===== config.mk =====
export PLATFORM = sky130hd
export DESIGN_NAME = ahb_gpio
export DESIGN_NICKNAME = d
export VERILOG_FILES = /design/src/logic/ahb_pkg.sv /design/src/logic/soc_map_pkg.sv /design/src/logic/ahb_gpio.sv
export SDC_FILE = /design/constraint.sdc
export NUM_CORES = 1
export LEC_CHECK = 0
export BUFFER_PORTS_ARGS = -buffer_cell sky130_fd_sc_hd__buf_2
export CELL_PAD_IN_SITES_DETAIL_PLACEMENT = 1
export CELL_PAD_IN_SITES_GLOBAL_PLACEMENT = 2
export CORE_MARGIN = 3
export CORE_UTILIZATION = 33
export DETAILED_ROUTE_END_ITERATION = 6
export PLACE_DENSITY_LB_ADDON = 0.05
export SLEW_MARGIN = 10
export SYNTH_ARGS = -nofsm -noshare
export SYNTH_HDL_FRONTEND = slang
export SYNTH_SLANG_ARGS = --single-unit

===== constraint.sdc =====
create_clock -name hclk_i -period 2.71 [get_ports hclk_i]
set_clock_uncertainty 0.1 [all_clocks]
set_input_delay 0.542 -clock hclk_i [delete_from_list [all_inputs] [get_ports hclk_i]]
set_output_delay 0.542 -clock hclk_i [all_outputs]
set_load 0.05 [all_outputs]

===== src/logic/ahb_pkg.sv =====
package ahb_pkg;

	// ------------------------------
	// Bus widths
	// ------------------------------
	localparam int addr_width = 32;
	localparam int data_width = 32;

	// ------------------------------
	// HTRANS, bit 1 marks an active transfer
	// ------------------------------
	localparam logic [1:0] htrans_idle   = 2'b00;
	localparam logic [1:0] htrans_busy   = 2'b01; // No burst master here
	localparam logic [1:0] htrans_nonseq = 2'b10;
	localparam logic [1:0] htrans_seq    = 2'b11;

	localparam logic [2:0] hsize_byte = 3'b000;
	localparam logic [2:0] hsize_half = 3'b001;
	localparam logic [2:0] hsize_word = 3'b010;

	localparam logic hresp_okay  = 1'b0;
	localparam logic hresp_error = 1'b1;

	// Little-endian byte lanes touched by one transfer
	function automatic logic [3:0] byte_lanes(input logic [2:0] size, input logic [1:0] addr);
		case (size)
			hsize_byte: byte_lanes = 4'b0001 << addr;
			hsize_half: byte_lanes = addr[1] ? 4'b1100 : 4'b0011;
			default:    byte_lanes = 4'b1111;
		endcase
	endfunction

endpackage


===== src/logic/soc_map_pkg.sv =====
package soc_map_pkg;

	// ------------------------------
	// Memory map
	// ------------------------------
	localparam logic [31:0] sram_base    = 32'h2000_0000;
	localparam int          sram_aw      = 12; // 4 KB, 1024 words
	localparam logic [31:0] gpio_base    = 32'h4001_0000;
	localparam int          gpio_aw      = 12;
	localparam int          region_shift = 16; // Bits below this are ignored by the decode

	// ------------------------------
	// GPIO block
	// ------------------------------
	localparam int gpio_width = 16;

	localparam logic [gpio_aw-1:0] gpio_data_ofs    = 12'h000; // Synchronized pins
	localparam logic [gpio_aw-1:0] gpio_dout_ofs    = 12'h004;
	localparam logic [gpio_aw-1:0] gpio_oe_ofs      = 12'h008;
	localparam logic [gpio_aw-1:0] gpio_inten_ofs   = 12'h00C;
	localparam logic [gpio_aw-1:0] gpio_intstat_ofs = 12'h010; // Write one to clear

endpackage


===== src/logic/ahb_gpio.sv =====
module ahb_gpio (
	input  logic                               hclk_i,
	input  logic                               rst_n_i,
	input  logic                               hsel_i,
	input  logic                               hready_i,
	input  logic [soc_map_pkg::gpio_aw-1:0]    haddr_i,
	input  logic [1:0]                         htrans_i,
	input  logic                               hwrite_i,
	input  logic [2:0]                         hsize_i,
	input  logic [ahb_pkg::data_width-1:0]     hwdata_i,
	input  logic [soc_map_pkg::gpio_width-1:0] gpio_in_i,
	output logic                               hreadyout_o,
	output logic                               hresp_o,
	output logic [ahb_pkg::data_width-1:0]     hrdata_o,
	output logic [soc_map_pkg::gpio_width-1:0] gpio_out_o,
	output logic [soc_map_pkg::gpio_width-1:0] gpio_oe_o,
	output logic [soc_map_pkg::gpio_width-1:0] gpio_int_o,
	output logic                               gpio_comb_int_o
);

	logic                               trans_valid;
	logic                               wr_en_q;
	logic [soc_map_pkg::gpio_aw-1:0]    addr_q;  // Word-aligned offset
	logic [3:0]                         lanes_q;
	logic [soc_map_pkg::gpio_width-1:0] wr_mask; // Per-bit write enable
	logic [soc_map_pkg::gpio_width-1:0] wr_data;
	logic [soc_map_pkg::gpio_width-1:0] meta_q;  // First sync stage
	logic [soc_map_pkg::gpio_width-1:0] sync_q;  // Data register value
	logic [soc_map_pkg::gpio_width-1:0] dout_q;
	logic [soc_map_pkg::gpio_width-1:0] oe_q;
	logic [soc_map_pkg::gpio_width-1:0] inten_q;
	logic [soc_map_pkg::gpio_width-1:0] intstat_q;
	logic [soc_map_pkg::gpio_width-1:0] rise;
	logic [soc_map_pkg::gpio_width-1:0] int_clear;
	logic [soc_map_pkg::gpio_width-1:0] rd_val;

	assign trans_valid = hsel_i && hready_i && htrans_i[1];

	always_ff @(posedge hclk_i) begin
		if (trans_valid) begin
			addr_q  <= {haddr_i[soc_map_pkg::gpio_aw-1:2], 2'b00};
			lanes_q <= ahb_pkg::byte_lanes(hsize_i, haddr_i[1:0]);
		end
	end

	always_comb begin
		for (int i = 0; i < soc_map_pkg::gpio_width; i++) begin
			wr_mask[i] = lanes_q[i / 8];
		end
	end

	assign wr_data   = hwdata_i[soc_map_pkg::gpio_width-1:0];
	assign rise      = meta_q & ~sync_q; // New level against the held one
	assign int_clear = (wr_en_q && addr_q == soc_map_pkg::gpio_intstat_ofs) ?
		(wr_data & wr_mask) : '0;

	// ------------------------------
	// Registers and synchronizer
	// ------------------------------
	always_ff @(posedge hclk_i or negedge rst_n_i) begin
		if (!rst_n_i) begin
			wr_en_q   <= 1'b0;
			meta_q    <= '0;
			sync_q    <= '0;
			dout_q    <= '0;
			oe_q      <= '0;
			inten_q   <= '0;
			intstat_q <= '0;
		end else begin
			wr_en_q <= trans_valid && hwrite_i;
			meta_q  <= gpio_in_i;
			sync_q  <= meta_q;
			if (wr_en_q && addr_q == soc_map_pkg::gpio_dout_ofs)
				dout_q <= (dout_q & ~wr_mask) | (wr_data & wr_mask);
			if (wr_en_q && addr_q == soc_map_pkg::gpio_oe_ofs)
				oe_q <= (oe_q & ~wr_mask) | (wr_data & wr_mask);
			if (wr_en_q && addr_q == soc_map_pkg::gpio_inten_ofs)
				inten_q <= (inten_q & ~wr_mask) | (wr_data & wr_mask);
			intstat_q <= (intstat_q & ~int_clear) | (rise & inten_q); // Set wins
		end
	end

	always_comb begin
		case (addr_q)
			soc_map_pkg::gpio_data_ofs:    rd_val = sync_q;
			soc_map_pkg::gpio_dout_ofs:    rd_val = dout_q;
			soc_map_pkg::gpio_oe_ofs:      rd_val = oe_q;
			soc_map_pkg::gpio_inten_ofs:   rd_val = inten_q;
			soc_map_pkg::gpio_intstat_ofs: rd_val = intstat_q;
			default:                       rd_val = '0;
		endcase
	end

	assign hrdata_o        = {{(ahb_pkg::data_width - soc_map_pkg::gpio_width){1'b0}}, rd_val};
	assign hreadyout_o     = 1'b1;
	assign hresp_o         = ahb_pkg::hresp_okay;
	assign gpio_out_o      = dout_q;
	assign gpio_oe_o       = oe_q;
	assign gpio_int_o      = intstat_q;
	assign gpio_comb_int_o = |intstat_q;

endmodule


==> flow_summary_export.csv <==
group,metric,value,unit
global_routing,grt_util_all_layers,17.1,%
worst_setup_path,crit_family,"simple AND/OR/NAND/NOR gates",
clock_tree,htreeDepth,3,
power,internal_power,2520,uW
placement,portBuffers,117,
floorplan,start_util,33.9,%
power,switching_share,24.2,%
worst_setup_path,end_kind,"primary output",
power,power-per-cell-area,536,nW/um^2
detailed_routing,drt_wl_total,13000,um
power,power_switching,803,uW
power,peakVddDrop,0.336,mV
worst_setup_path,crit_arrival,2.29,ns
placement,pre_cts_ws,-0.0347,ns
logic_synthesis,synth_top_cell_by_area,"dfrtp_1",
sta,worstMarginPinSlew,0.564,ns
global_routing,grtUsageMet1,24.3,%
floorplan,ios,153,
sta,relSlewSlack,62.4,%
logic_synthesis,yosys_warnings,0,
worst_setup_path,crit_path_max_incr_delay,0.57,ns
global_routing,grt_max_degree,41,
floorplan,die-area,15900,um^2
layout,final_core_util,44.3,%
detailed_routing,vias,3366,
floorplan,die_y,126,um
power,seq_power_share,52.1,%
detailed_routing,drtPass1Iterations,4,
worst_setup_path,cp.required,2.07,ns
detailed_routing,antenna_left,0,
sta,fin_crit_sh,108,%
global_routing,grt_pass1_wl,20900,um
worst_setup_path,worst_path_max_delay_cell,"or4_4",
global_routing,antenna_found_initial,0,
clock_tree,cts-root-buf,"clkbuf_16",
sta,finalSetupViolCount,16,
power,power_frac_clock,38.4,%
floorplan,num_rows,43,
layout,antenna_cells,0,
logic_synthesis,synth-seq-cells,109,
floorplan,die_x,126,um
power,p_leak,0.00287,uW
layout,layout-drive-gt1-share,46.7,%
sta,finalHoldViolCount,0,
worst_setup_path,critical_path_buf_inv_count,2,
sta,rsz0062_at_grt,"true",
placement,hpwl,9590,um
clock_tree,cts_hold_buf,0,
global_routing,grt_pass1_vias,3541,
worst_setup_path,critPathKind,"flop to primary output",
min_path,hp-class,"primary input to async pin",
floorplan,core,14000,um^2
worst_setup_path,crit_chain,"or4_4 > buf_6 > or4_4 > o22ai_4 > buf_6",
global_routing,grt_use_met3,4.58,%
global_routing,grt.overflow.total,0,
logic_synthesis,syn-cell-area,4740,um^2
logic_synthesis,synthTopCellsByArea,"dfrtp_1 (51%), mux2_2 (11%), edfxtp_1 (7.6%)",
global_routing,grt.busiest_layer,"met2",
worst_setup_path,start_kind,"flop",
power,finalPower,3320,uW
clock_tree,clkSlewWorstSetupHoldPaths,0.06,ns
outcome,violations,"setup timing",
detailed_routing,drtIter0Drc,116,
logic_synthesis,synthCells,344,
global_routing,grt_util_met2,26.7,%
placement,gp_congestion,0.743,
clock_tree,clock_sinks,109,
logic_synthesis,synth.yosys.seq_area_share,58.8,%
clock_tree,cts_tree,"built",
logic_synthesis,netlist.area_leader.share,51.2,%
clock_tree,cts_buffers,9,
detailed_routing,drc_errors,0,
job,max_cap_violations,0,
sta,fin_ws,-0.218,ns
power,pwr-share-comb,9.6,%
outcome,outcome,"finished with violations",
worst_setup_path,worstPathMaxFanout,5,
sta,max_freq,0.342,GHz
sta,period_needed,2.93,ns
logic_synthesis,synth.distinct_cells,33,
clock_tree,clockBufferDepth,2,
detailed_routing,routedWlPerCell,19.4,um
logic_synthesis,syn_avg_cell_area,13.8,um^2
detailed_routing,via_per_inst,5.01,
sta,final_max_slew_viol_count,0,
layout,syn2layout_area_growth,30.5,%
clock_tree,clkLatencyLatePin,0.35,ns
layout,fin_nets,557,
[area by class of cell]
cell class,instances,area (um^2)
fillers,1532,7800
flip-flops and latches,109,2790
multi-input cells,206,1930
repair buffers,145,915
clock buffers,14,244
well taps,180,225
inverters,16,60.1
clock inverters,2,35.0
[power groups by stage]
stage,Clock (uW),Sequential (uW),Combinational (uW)
after floorplan,0,1790,166
after global placement,0,1760,311
after detailed placement,0,1760,314
after CTS,1320,1730,322
after global routing,1400,1740,343
final,1270,1730,317
[metrics by stage]
stage	cell area, um^2	hold slack [ns]	setup TNS [ns]	cells
floorplan	4890	0.146	-0.624	360
global placement	5720	0.261	-0.00158	654
detailed placement	5720	0.266	-0.170	654
CTS	6180	0.0865	-3.69	672
global route	6190	0.104	-3.94	672
finish	6190	0.0783	-2.47	672
[synth_stat cells, drive strengths merged]
cell type,n
a2bb2oi,11
mux2i,22
nand2,2
nor2b,2
dfrtp,97
nand4b,2
o21ai,16
nand3b,15
nand4,6
nor4,9
or4,3
nand3,1
or3,1
edfxtp,12
nor3,3
o41ai,1
mux4,5
nor3b,2
clkbuf,4
conb,2
and2,3
buf,26
mux2,48
and3,1
a21o,15
inv,16
o22ai,12
nor2,2
a32o,5
[final timing paths]
path                                      start                    to  slack [ns]  depth (start not counted)
max in group asynchronous               rst_n_i             async pin        1.75                          2
setup / recovery           addr_q[10]$_DFFE_PP_          hrdata_o[15]       -0.22                          5
hold / removal                          rst_n_i  meta_q[14]$_DFF_PN0_        0.08                          1
hold reg to reg            meta_q[15]$_DFF_PN0_  sync_q[15]$_DFF_PN0_        0.28                          0
setup reg to reg           addr_q[10]$_DFFE_PP_                  flop        0.34                          5
min in group hclk_i               gpio_in_i[10]  meta_q[10]$_DFF_PN0_        0.20                          1
[cell families after synthesis]
family | Yosys count | synth area share (%)
other | 2 | 0.158
AOI/OAI and AO/OA | 60 | 8.91
muxes | 75 | 18.4
and+or+nand+nor | 52 | 8.44
DFF | 109 | 58.8
buffers and inverters | 46 | 5.33
[worst register-to-register path, delay by kind of cell (launching register included)]
| family | cells | cell delay, ns |
|---|---|---|
| mux | 1 | 0.34 |
| simple gates | 2 | 0.99 |
| buf+inv | 2 | 0.46 |
| flops | 1 | 0.38 |
[timing repair]
action,CTS,global route
gates cloned,1,0
endpoints found under the hold margin,0,0
gates resized for setup,43,2
endpoints found under the setup margin,16,16
buffers inserted,1,0
pin swaps,6,2
[per-layer routing]
metal	vias to the layer above	share of wire, %
met1	1730	47
met5	-	0
met4	0	0.73
li1	1541	-
met2	86	48
met3	9	4.7
[cells in the final DEF (no fill, tap or decap), types with 2 or more instances in the layout]
master	n
buf_2	100
dfrtp_1	97
mux2_2	48
buf_4	27
mux2i_1	22
conb_1	18
buf_6	17
inv_1	16
o21ai_0	16
nand3b_1	15
a21o_1	15
edfxtp_1	12
a2bb2oi_1	11
clkbuf_16	9
o22ai_4	7
nand4_1	6
mux4_2	5
a32o_1	5
nor4_1	5
clkbuf_1	5
o22ai_2	4
nor4_4	4
or4_4	3
and2_1	3
nor2b_1	2
nor3b_1	2
nand2_1	2
nor2_1	2
nand4b_1	2
Note: power is estimated with default switching activity, not from simulation.
