[config.mk]
export PLATFORM = sky130hd
export DESIGN_NAME = ahb_decoder
export DESIGN_NICKNAME = d
export VERILOG_FILES = /design/src/logic/ahb_pkg.sv /design/src/logic/soc_map_pkg.sv /design/src/logic/ahb_decoder.sv
export SDC_FILE = /design/constraint.sdc
export NUM_CORES = 1
export LEC_CHECK = 0
export ABC_AREA = 1
export BUFFER_PORTS_ARGS = -buffer_cell sky130_fd_sc_hd__buf_2
export CAP_MARGIN = 20
export CORE_MARGIN = 2
export CORE_UTILIZATION = 25
export CTS_BUF_LIST = sky130_fd_sc_hd__clkbuf_8
export DETAILED_ROUTE_END_ITERATION = 8
export PLACE_DENSITY_LB_ADDON = 0.1
export REMOVE_ABC_BUFFERS = 1
export SYNTH_ARGS = -nofsm -noshare
export SYNTH_HDL_FRONTEND = slang
export SYNTH_SLANG_ARGS = --single-unit
export TNS_END_PERCENT = 50
[constraint.sdc]
create_clock -name hclk_i -period 1.2 [get_ports hclk_i]
set_input_delay 0.24 -clock hclk_i [delete_from_list [all_inputs] [get_ports hclk_i]]
set_output_delay 0.24 -clock hclk_i [all_outputs]
set_load 0.01 [all_outputs]
[src/logic/ahb_pkg.sv]
package ahb_pkg;

	// ------------------------------
	// Bus widths
	// ------------------------------
	localparam int addr_width = 32;
	localparam int data_width = 32;

	// ------------------------------
	// HTRANS, bit 1 marks an active transfer
	// ------------------------------
	localparam logic [1:0] htrans_idle   = 2'b00;
	localparam logic [1:0] htrans_busy   = 2'b01; // No burst master here
	localparam logic [1:0] htrans_nonseq = 2'b10;
	localparam logic [1:0] htrans_seq    = 2'b11;

	localparam logic [2:0] hsize_byte = 3'b000;
	localparam logic [2:0] hsize_half = 3'b001;
	localparam logic [2:0] hsize_word = 3'b010;

	localparam logic hresp_okay  = 1'b0;
	localparam logic hresp_error = 1'b1;

	// Little-endian byte lanes touched by one transfer
	function automatic logic [3:0] byte_lanes(input logic [2:0] size, input logic [1:0] addr);
		case (size)
			hsize_byte: byte_lanes = 4'b0001 << addr;
			hsize_half: byte_lanes = addr[1] ? 4'b1100 : 4'b0011;
			default:    byte_lanes = 4'b1111;
		endcase
	endfunction

endpackage

[src/logic/soc_map_pkg.sv]
package soc_map_pkg;

	// ------------------------------
	// Memory map
	// ------------------------------
	localparam logic [31:0] sram_base    = 32'h2000_0000;
	localparam int          sram_aw      = 12; // 4 KB, 1024 words
	localparam logic [31:0] gpio_base    = 32'h4001_0000;
	localparam int          gpio_aw      = 12;
	localparam int          region_shift = 16; // Bits below this are ignored by the decode

	// ------------------------------
	// GPIO block
	// ------------------------------
	localparam int gpio_width = 16;

	localparam logic [gpio_aw-1:0] gpio_data_ofs    = 12'h000; // Synchronized pins
	localparam logic [gpio_aw-1:0] gpio_dout_ofs    = 12'h004;
	localparam logic [gpio_aw-1:0] gpio_oe_ofs      = 12'h008;
	localparam logic [gpio_aw-1:0] gpio_inten_ofs   = 12'h00C;
	localparam logic [gpio_aw-1:0] gpio_intstat_ofs = 12'h010; // Write one to clear

endpackage

[src/logic/ahb_decoder.sv]
module ahb_decoder (
	input  logic                           hclk_i,
	input  logic                           rst_n_i,
	input  logic [ahb_pkg::addr_width-1:0] haddr_i,
	input  logic [1:0]                     htrans_i,
	input  logic [ahb_pkg::data_width-1:0] hrdata_sram_i,
	input  logic                           hready_sram_i,
	input  logic                           hresp_sram_i,
	input  logic [ahb_pkg::data_width-1:0] hrdata_gpio_i,
	input  logic                           hready_gpio_i,
	input  logic                           hresp_gpio_i,
	output logic                           hsel_sram_o,
	output logic                           hsel_gpio_o,
	output logic                           hready_o,
	output logic                           hresp_o,
	output logic [ahb_pkg::data_width-1:0] hrdata_o
);

	typedef enum logic [1:0] {def_idle, def_err1, def_err2} def_state_t;

	def_state_t def_state_q;  // Default slave
	logic       dsel_sram_q;  // Data-phase owner
	logic       dsel_gpio_q;
	logic       unmapped;
	logic       def_ready;
	logic       def_resp;

	// ------------------------------
	// Address phase decode
	// ------------------------------
	assign hsel_sram_o = (haddr_i >> soc_map_pkg::region_shift) ==
		(soc_map_pkg::sram_base >> soc_map_pkg::region_shift);
	assign hsel_gpio_o = (haddr_i >> soc_map_pkg::region_shift) ==
		(soc_map_pkg::gpio_base >> soc_map_pkg::region_shift);
	assign unmapped    = !hsel_sram_o && !hsel_gpio_o;

	always_ff @(posedge hclk_i or negedge rst_n_i) begin
		if (!rst_n_i) begin
			dsel_sram_q <= 1'b0;
			dsel_gpio_q <= 1'b0;
		end else if (hready_o) begin // Advance only when the bus moves
			dsel_sram_q <= hsel_sram_o;
			dsel_gpio_q <= hsel_gpio_o;
		end
	end

	// Two-cycle ERROR for active transfers nobody claims
	always_ff @(posedge hclk_i or negedge rst_n_i) begin
		if (!rst_n_i) begin
			def_state_q <= def_idle;
		end else begin
			case (def_state_q)
				def_err1: def_state_q <= def_err2;
				default: begin
					if (hready_o && htrans_i[1] && unmapped)
						def_state_q <= def_err1;
					else
						def_state_q <= def_idle;
				end
			endcase
		end
	end

	assign def_ready = (def_state_q != def_err1);
	assign def_resp  = (def_state_q == def_idle) ? ahb_pkg::hresp_okay : ahb_pkg::hresp_error;

	// ------------------------------
	// Data phase multiplexing
	// ------------------------------
	always_comb begin
		if (dsel_sram_q) begin
			hrdata_o = hrdata_sram_i;
			hready_o = hready_sram_i;
			hresp_o  = hresp_sram_i;
		end else if (dsel_gpio_q) begin
			hrdata_o = hrdata_gpio_i;
			hready_o = hready_gpio_i;
			hresp_o  = hresp_gpio_i;
		end else begin
			hrdata_o = '0;
			hready_o = def_ready;
			hresp_o  = def_resp;
		end
	end

	a_sel_onehot: assert property (@(posedge hclk_i) disable iff (!rst_n_i)
		$onehot0({hsel_sram_o, hsel_gpio_o}))
		else $error("Overlapping slave regions in the memory map");

	// Master must go idle while the error response stalls the bus
	a_idle_in_stall: assert property (@(posedge hclk_i) disable iff (!rst_n_i)
		!hready_o |-> htrans_i == ahb_pkg::htrans_idle)
		else $error("Active transfer issued during an error stall");

endmodule

==> flow_metrics.env, run 1 <==
export IMPL_skew_ns=0.00187
export IMPL_cp_max_fo=14
export IMPL_die_area_sq_um=3060
export IMPL_die_width_microns=55.4
export IMPL_netlist_instances=99
export IMPL_io_buffers=122
export IMPL_worstMarginPinSlew_ns=0.174
export IMPL_violations="negative setup slack"
export IMPL_dp_cells=251
export IMPL_cp_data_arrival_time_ns=1.26
export IMPL_status="complete, but fails checks"
export IMPL_gp_congestion=0.947
export IMPL_clk_insertion_delay_late_ns=0.21
export IMPL_cts_made_buffers=3
export IMPL_clock_sinks=4
export IMPL_cts_tree="built"
export IMPL_synth_area_per_cell_sq_um=6.66
export IMPL_pwr_share_comb_pct=37.9
export IMPL_final_common_cell="buf_2"
export IMPL_die_h_microns=55.4
export IMPL_p_total_uw=698
export IMPL_hold_violations=0
export IMPL_synth_top_area_share_pct=42.5
export IMPL_wirelength_microns=3040
export IMPL_num_vias=1172
export IMPL_fin_nets=332
export IMPL_drv_cap=0
export IMPL_p_leak_nw=0.911
export IMPL_drive_gt1_share_pct=64.2
export IMPL_initial_core_util_pct=26.6
export IMPL_ctsHtreeMaxLevel=1
export IMPL_grt_pass1_vias=1114
export IMPL_slew_violations=0
export IMPL_finalNonFillerCells=256
export IMPL_path_clk_slew_ns=0.03
export IMPL_worst_slack_ns=-0.300
export IMPL_syn2layout_area_growth_pct=121
export IMPL_slew_headroom_pct=88.4
export IMPL_io_pins=140
export IMPL_crit_type="reg2out"
export IMPL_ys_warn_count=0
export IMPL_min_period_over_period_pct=125
export IMPL_final_cell_mix="buf_2 (120), a22o_1 (32), nor2_1 (18), nand2_1 (15), inv_1 (8)"
export IMPL_synth_seq_cells=4
export IMPL_rsz0062_at_grt="true"
export IMPL_p_sw_share_pct=26.0
export IMPL_intPower_uw=517
export IMPL_grt_util_all_layers_pct=19.6
export IMPL_fp_row_count=18
export IMPL_diodes=0
export IMPL_vias_per_cell=4.58
export IMPL_yosys_area_top_type="a22o_1"
export IMPL_sequentialPowerShare_pct=22.7
export IMPL_powerDensity_nw_per_um2=480
export IMPL_clockPowerShare_pct=39.4
export IMPL_place_hpwl_microns=2540
export IMPL_first_pass_iters=4
export IMPL_grt_pass1_wl_microns=5020
export IMPL_drt_iter0_markers=79
export IMPL_required_ns=0.96
export IMPL_n_fill_cell=267
export IMPL_antenna_found_initial=0
export IMPL_ys_types=15
export IMPL_cts_root_buf="clkbuf_8"
export IMPL_drc=0
export IMPL_fmax_mhz=667
export IMPL_start_kind="flop"
export IMPL_irDropWorstVdd_v=0.000617
export IMPL_synth_area_leaders="a22o_1 (43%), dfrtp_1 (15%), nor2_1 (13%)"
export IMPL_switchingPower_uw=181
export IMPL_grt_max_degree=30
export IMPL_worstHoldPathType="in2reg"
export IMPL_setup_viol=34
export IMPL_drtAntennaViolNets=0
export IMPL_critPathCaptureType="output pin"
export IMPL_grt_overflow=0
export IMPL_pre_cts_slack_ns=-0.0946
export IMPL_clock_path_buffers=2
export IMPL_coreArea_sq_um=2480
export IMPL_seq_area_frac_synth_pct=15.2
export IMPL_timing_final_crit_period_ns=1.50
export IMPL_synth_area_sq_um=659
export IMPL_wl_per_cell_microns=11.9
synth_stat cells, drive strengths merged:
| cell | count |
|---|---|
| a22o | 32 |
| buf | 7 |
| dfrtp | 4 |
| inv | 9 |
| nand2 | 17 |
| nand3 | 3 |
| nand4 | 2 |
| nor2 | 23 |
| nor3 | 1 |
| o31ai | 1 |
per-stage QoR:
step                      hold WS, ns  cell area [sq um]  TNS (ns)  utilization, %
after floorplan               -0.0556                619    -19.53               -
after global placement         0.0453               1330     -1.62            53.8
after detailed placement       0.0489               1330     -2.16            53.8
after CTS                       0.322               1410     -9.81            57.0
after global routing            0.376               1460    -12.12            58.8
final                           0.324               1460     -9.12            58.8
timing repair:
item	in CTS	in global routing
setup endpoints to repair	34	37
buffers inserted	0	0
pin swaps	6	6
hold buffers	1	0
cloned	0	1
gates resized for setup	6	6
hold endpoints to repair	4	0
final cells by class:
class	count	area [sq um]	area share, %
clock buffers	3	41.3	2.84
repair buffers	131	727	49.9
multi-input cells	79	515	35.4
well taps	30	37.5	2.58
flip-flops and latches	4	101	6.96
inverters	9	33.8	2.32
power groups by stage:
| stage | clock, mW | combinational [mW] | sequential [mW] |
|---|---|---|---|
| final | 0.275 | 0.265 | 0.158 |
| after global routing | 0.304 | 0.302 | 0.158 |
| after CTS | 0.286 | 0.258 | 0.155 |
| after detailed placement | 0 | 0.238 | 0.157 |
| after global placement | 0 | 0.232 | 0.157 |
| after floorplan | 0 | 0.0720 | 0.156 |
worst max-delay path: stages (launching register included):
cell       delay, ns
dfrtp_2         0.43
nor2_4          0.17
clkbuf_16       0.19
a22o_1          0.13
buf_2           0.12
sequential cells by signal (all words and copies together), names as in the netlist:
name         cells
def_state_q      2
dsel_gpio_q      1
dsel_sram_q      1
final timing paths:
| path | start | end | slack (ns) | cells after the start |
|---|---|---|---|---|
| hold reg to reg | def_state_q[0]$_DFF_PN0_ | def_state_q[1]$_DFF_PN0_ | 0.55 | 2 |
| min in group asynchronous | rst_n_i | def_state_q[1]$_DFF_PN0_ | 0.36 | 2 |
| setup reg to reg | dsel_sram_q$_DFFE_PN0P_ | dsel_gpio_q$_DFFE_PN0P_ | 0.10 | 5 |
| setup / recovery | dsel_sram_q$_DFFE_PN0P_ | hrdata_o[17] | -0.30 | 4 |
| max in group asynchronous | rst_n_i | dsel_sram_q$_DFFE_PN0P_ | 0.71 | 2 |
| hold / removal | htrans_i[1] | def_state_q[0]$_DFF_PN0_ | 0.32 | 5 |
cell families after synthesis:
group / Yosys count / synth area share (%)
buffers and inverters: 16 / 11.2
flip-flops: 4 / 15.2
AO/OA/AOI/OAI: 33 / 43.6
AND/OR/NAND/NOR: 46 / 30.0
per-layer routing:
layer	vias up	track usage [%]	wire, microns
li1	611	-	-
met2	53	35.7	1660
met5	-	0	0
met1	506	23.1	1140
met4	0	5.92	20
met3	2	3.28	215
Note: power is estimated with default switching activity, not from simulation.
==> run 2: changes to the inputs <==
--- a/config.mk
+++ b/config.mk
@@ -9,9 +9,10 @@
 export BUFFER_PORTS_ARGS = -buffer_cell sky130_fd_sc_hd__buf_2
 export CAP_MARGIN = 20
 export CORE_MARGIN = 2
-export CORE_UTILIZATION = 25
+export CORE_UTILIZATION = 26
 export CTS_BUF_LIST = sky130_fd_sc_hd__clkbuf_8
 export DETAILED_ROUTE_END_ITERATION = 8
+export GPL_ROUTABILITY_DRIVEN = 0
 export PLACE_DENSITY_LB_ADDON = 0.1
 export REMOVE_ABC_BUFFERS = 1
 export SYNTH_ARGS = -nofsm -noshare
==> constraint.sdc (replaced) <==
create_clock -name hclk_i -period 1.9 [get_ports hclk_i]
set_input_delay 0.38 -clock hclk_i [delete_from_list [all_inputs] [get_ports hclk_i]]
set_output_delay 0.38 -clock hclk_i [all_outputs]
set_load 0.01 [all_outputs]
==> flow_metrics.env, run 2 (synthesis results as in run 1) <==
export IMPL_reg_largest_list="def_state_q x2, dsel_gpio_q x1, dsel_sram_q x1"
export IMPL_io_buffers=122
export IMPL_pre_cts_slack_ns=0.331
export IMPL_grt_max_degree=38
export IMPL_grt_pass1_wl_microns=3950
export IMPL_utilization_pct=55.5
export IMPL_slew_headroom_pct=80.4
export IMPL_p_leak_nw=0.868
export IMPL_dp_cells=246
export IMPL_cts_root_buf="clkbuf_8"
export IMPL_cts_made_buffers=3
export IMPL_die_width_microns=54.4
export IMPL_wirelength_microns=2980
export IMPL_coreArea_sq_um=2430
export IMPL_r2r_cells=6
export IMPL_initial_core_util_pct=27.1
export IMPL_worstMarginPinSlew_ns=0.293
export IMPL_slew_violations=0
export IMPL_antenna_found_initial=0
export IMPL_clock_path_buffers=2
export IMPL_regArea_sq_um=100
export IMPL_multi_input_area_sq_um=485
export IMPL_num_vias=1177
export IMPL_drc=0
export IMPL_worstHoldPathType="in2reg"
export IMPL_holdPathStages=5
export IMPL_critPathCaptureType="output pin"
export IMPL_final_common_cell="buf_2"
export IMPL_clock_sinks=4
export IMPL_timing_final_crit_period_ns=1.78
export IMPL_largest_reg_flops=2
export IMPL_place_hpwl_microns=2520
export IMPL_worst_slack_ns=0.124
export IMPL_drv_cap=0
export IMPL_fmax_mhz=563
export IMPL_drt_iter0_markers=22
export IMPL_wl_per_cell_microns=11.9
export IMPL_rrSetupSlack_ns=0.68
export IMPL_die_area_sq_um=2960
export IMPL_clk_insertion_delay_late_ns=0.21
export IMPL_hold_violations=0
export IMPL_largest_register="def_state_q"
export IMPL_skew_ns=0.000680
export IMPL_drive_gt1_share_pct=59.5
export IMPL_drtAntennaViolNets=0
export IMPL_first_pass_iters=4
export IMPL_rsz0062_at_grt="false"
export IMPL_irDropWorstVdd_v=0.000321
export IMPL_setup_tns_ns=0
export IMPL_io_pins=140
export IMPL_n_fill_cell=247
export IMPL_start_kind="flop"
export IMPL_min_period_over_period_pct=93.5
export IMPL_cts_tree="built"
export IMPL_path_clk_slew_ns=0.03
export IMPL_grt_pass1_vias=950
export IMPL_powerDensity_nw_per_um2=316
export IMPL_cp_data_arrival_time_ns=1.40
export IMPL_die_h_microns=54.4
export IMPL_fp_row_count=18
export IMPL_setup_viol=0
export IMPL_cts_setup_buffers=0
export IMPL_grt_overflow=0
export IMPL_status="finished clean"
export IMPL_vias_per_cell=4.71
export IMPL_diodes=0
export IMPL_ctsHtreeMaxLevel=1
export IMPL_hold_ws_ns=0.463
export IMPL_final_cell_mix="buf_2 (122), a22o_1 (32), nor2_1 (22), nand2_1 (16), inv_1 (8)"
export IMPL_crit_type="reg2out"
export IMPL_grt_util_all_layers_pct=18.2
export IMPL_syn2layout_area_growth_pct=105
export IMPL_cp_max_fo=23
export IMPL_required_ns=1.52
export IMPL_finalNonFillerCells=250
export IMPL_fin_nets=326
[run 2: cell count changes in the layout (fill, tap and decap cells not counted), sizes merged]
cell,delta
buf,-5
clkbuf,-1
[run 2: worst max-delay path, stage by stage (launching register included)]
cell and delay, ns:
dfrtp_1 0.40, inv_2 0.07, nor2_4 0.25, buf_12 0.20, a22o_1 0.13, buf_2 0.13
[run 2: worst paths after layout]
path,startpoint,endpoint
worst min-delay path,htrans_i[1],def_state_q[0]$_DFF_PN0_
min in group asynchronous,rst_n_i,dsel_sram_q$_DFFE_PN0P_
worst max register to register,dsel_sram_q$_DFFE_PN0P_,dsel_gpio_q$_DFFE_PN0P_
worst max-delay path,dsel_gpio_q$_DFFE_PN0P_,hrdata_o[2]
max in group asynchronous,rst_n_i,def_state_q[1]$_DFF_PN0_
worst min register to register,def_state_q[0]$_DFF_PN0_,def_state_q[1]$_DFF_PN0_
[run 2: report_power, final]
part / leakage, nW / switching (mW) / total, mW / internal, mW
sequential: 0.0536 / 0.00422 / 0.0985 / 0.0943
clock: 0.0216 / 0.0410 / 0.176 / 0.135
combinational: 0.792 / 0.0662 / 0.153 / 0.0866
total: 0.868 / 0.111 / 0.427 / 0.316
[run 2: area by class of cell]
cell class,count,area share [%]
well taps,30,2.78
flip-flops and latches,4,7.41
clock buffers,3,3.06
repair buffers,125,48.3
inverters,9,2.50
multi-input cells,79,36.0
[run 2: metrics by stage]
stage                     instance area (sq um)  power (mW)
after floorplan                             619       0.144
after global placement                     1290       0.248
after detailed placement                   1290       0.251
after CTS                                  1350       0.433
after global routing                       1350       0.462
final                                      1350       0.427
[run 2: what timing repair did]
| item | in CTS | in global routing |
|---|---|---|
| resized for setup | 0 | 1 |
| hold endpoints to repair | 4 | 0 |
| hold buffers | 1 | 0 |
| endpoints found under the setup margin | 0 | 1 |
[run 2: routing by layer]
metal / global-route usage, % / part of all wire, % / up-vias
met1: 17.6 / 35 / 508
met2: 39.4 / 54 / 67
met3: 2.46 / 11 / 2
met4: 3.75 / 0.57 / 0
li1: - / - / 600
met5: 0 / 0 / -
==> run 3: changes to the inputs <==
--- a/config.mk
+++ b/config.mk
@@ -13,7 +13,8 @@
 export CTS_BUF_LIST = sky130_fd_sc_hd__clkbuf_8
 export DETAILED_ROUTE_END_ITERATION = 8
 export GPL_ROUTABILITY_DRIVEN = 0
-export PLACE_DENSITY_LB_ADDON = 0.1
+export MAX_ROUTING_LAYER = met4
+export PLACE_DENSITY = 0.91
 export REMOVE_ABC_BUFFERS = 1
 export SYNTH_ARGS = -nofsm -noshare
 export SYNTH_HDL_FRONTEND = slang
==> flow_metrics.env, run 3 (synthesis results as in run 1) <==
export IMPL_status="finished clean"
export IMPL_rr_endpoint="dsel_sram_q$_DFFE_PN0P_"
export IMPL_dpl_cell_area_sq_um=1270
export IMPL_final_common_cell="buf_2"
export IMPL_clock_sinks=4
export IMPL_final_cell_mix="buf_2 (122), a22o_1 (32), nor2_1 (22), nand2_1 (16), inv_1 (8)"
export IMPL_hold_violations=0
export IMPL_num_vias=1221
export IMPL_p_total_uw=434
export IMPL_antenna_found_initial=0
export IMPL_utilization_pct=56.2
export IMPL_worstMarginPinSlew_ns=0.376
export IMPL_die_area_sq_um=2960
export IMPL_worst_slack_ns=0.117
export IMPL_initial_core_util_pct=27.1
export IMPL_wl_per_cell_microns=12.3
export IMPL_p_leak_nw=0.879
export IMPL_fmax_mhz=561
export IMPL_die_h_microns=54.4
export IMPL_io_buffers=122
export IMPL_ctsHtreeMaxLevel=1
export IMPL_coreArea_sq_um=2430
export IMPL_slew_headroom_pct=74.8
export IMPL_grt_pass1_wl_microns=3980
export IMPL_worstHoldPathType="in2reg"
export IMPL_required_ns=1.52
export IMPL_cts_root_buf="clkbuf_8"
export IMPL_reg_largest_list="def_state_q x2, dsel_gpio_q x1, dsel_sram_q x1"
export IMPL_largest_reg_flops=2
export IMPL_largest_register="def_state_q"
export IMPL_setup_viol=0
export IMPL_vias_per_cell=4.83
export IMPL_slew_violations=0
export IMPL_critPathCaptureType="output pin"
export IMPL_timing_final_crit_period_ns=1.78
export IMPL_syn2layout_area_growth_pct=107
export IMPL_path_clk_slew_ns=0.03
export IMPL_io_pins=140
export IMPL_r2r_cells=6
export IMPL_grt_pass1_vias=1015
export IMPL_pre_cts_slack_ns=0.0339
export IMPL_clock_path_buffers=2
export IMPL_min_period_over_period_pct=93.8
export IMPL_cp_data_arrival_time_ns=1.40
export IMPL_drtAntennaViolNets=0
export IMPL_drt_iter0_markers=13
export IMPL_drv_cap=0
export IMPL_r2r_start="dsel_sram_q$_DFFE_PN0P_"
export IMPL_cts_tree="built"
export IMPL_irDropWorstVdd_v=0.000409
export IMPL_design_area_sq_um=1370
export IMPL_diodes=0
export IMPL_cp_max_fo=37
export IMPL_rsz0062_at_grt="false"
export IMPL_grt_max_degree=38
export IMPL_first_pass_iters=6
export IMPL_skew_ns=0.00490
export IMPL_cts_made_buffers=3
export IMPL_grt_overflow=0
export IMPL_rrSetupSlack_ns=0.63
export IMPL_holdPathEnd="def_state_q[0]$_DFF_PN0_"
export IMPL_fin_nets=329
export IMPL_die_width_microns=54.4
export IMPL_grt_util_all_layers_pct=19.0
export IMPL_fp_row_count=18
export IMPL_drive_gt1_share_pct=60.1
export IMPL_drc=0
export IMPL_hold_path_startpoint="htrans_i[1]"
export IMPL_crit_type="reg2out"
export IMPL_holdPathStages=5
export IMPL_place_hpwl_microns=2520
export IMPL_start_kind="flop"
export IMPL_clk_insertion_delay_late_ns=0.22
export IMPL_powerDensity_nw_per_um2=318
export IMPL_wirelength_microns=3110
run 3: changes by cell type in the layout (fill, tap and decap cells not counted), sizes merged:
cell,before,now
nor2,23,24
buf,124,126
run 3: power by group:
group	total [mW]	leakage, nW	switching (mW)	internal (mW)
sequential	0.0988	0.0536	0.00453	0.0943
combinational	0.155	0.804	0.0681	0.0867
clock	0.181	0.0216	0.0456	0.135
total	0.434	0.879	0.118	0.316
run 3: metal layers:
layer	up-vias	global-route usage (%)	routed length [microns]
li1	610	-	-
met1	549	17.4	1050
met2	58	35.3	1670
met3	4	6.28	356
met4	0	8.75	29
met5	-	-	0
run 3: layout make-up:
cell class              count  area, sq um
flip-flops and latches      4          100
fillers                   266         1060
well taps                  30         37.5
repair buffers            127          658
multi-input cells          80          497
clock buffers               3         41.3
inverters                   9         33.8
run 3: repair_timing:
| item | 4_1_cts | 5_1_grt |
|---|---|---|
| setup endpoints to repair | 33 | 1 |
| hold endpoints to repair | 4 | 0 |
| gates cloned | 1 | 0 |
| hold buffers | 1 | 0 |
| gates resized for setup | 1 | 2 |
| pin swaps | 1 | 1 |
| setup buffers | 0 | 3 |
run 3: worst max path at each step:
stage / end / from / slack [ns]
after floorplan: hready_o / dsel_sram_q$_DFFE_PN0P_ / -0.04
after global placement: hready_o / dsel_gpio_q$_DFFE_PN0P_ / 0.05
after detailed placement: hready_o / dsel_gpio_q$_DFFE_PN0P_ / 0.03
after CTS: hready_o / dsel_sram_q$_DFFE_PN0P_ / -0.01
after global routing: hready_o / dsel_sram_q$_DFFE_PN0P_ / 0.03
final: hready_o / dsel_sram_q$_DFFE_PN0P_ / 0.12
run 3: per-stage QoR:
| step | std cells | hold WS (ns) | TNS [ns] |
|---|---|---|---|
| 2_1_floorplan | 92 | 0.0844 | -0.0394 |
| 3_3_place_gp | 245 | 0.189 | 0 |
| 3_5_place_dp | 245 | 0.189 | 0 |
| 4_1_cts | 250 | 0.469 | -0.0129 |
| 5_1_grt | 253 | 0.506 | 0 |
| 6_report | 253 | 0.475 | 0 |
run 3: worst max-delay path: stages (launching register included):
cell and delay (ns):
dfrtp_1 0.47, buf_8 0.26, nor2_1 0.09, nand2_2 0.10
nand3_2 0.10, buf_2 0.16
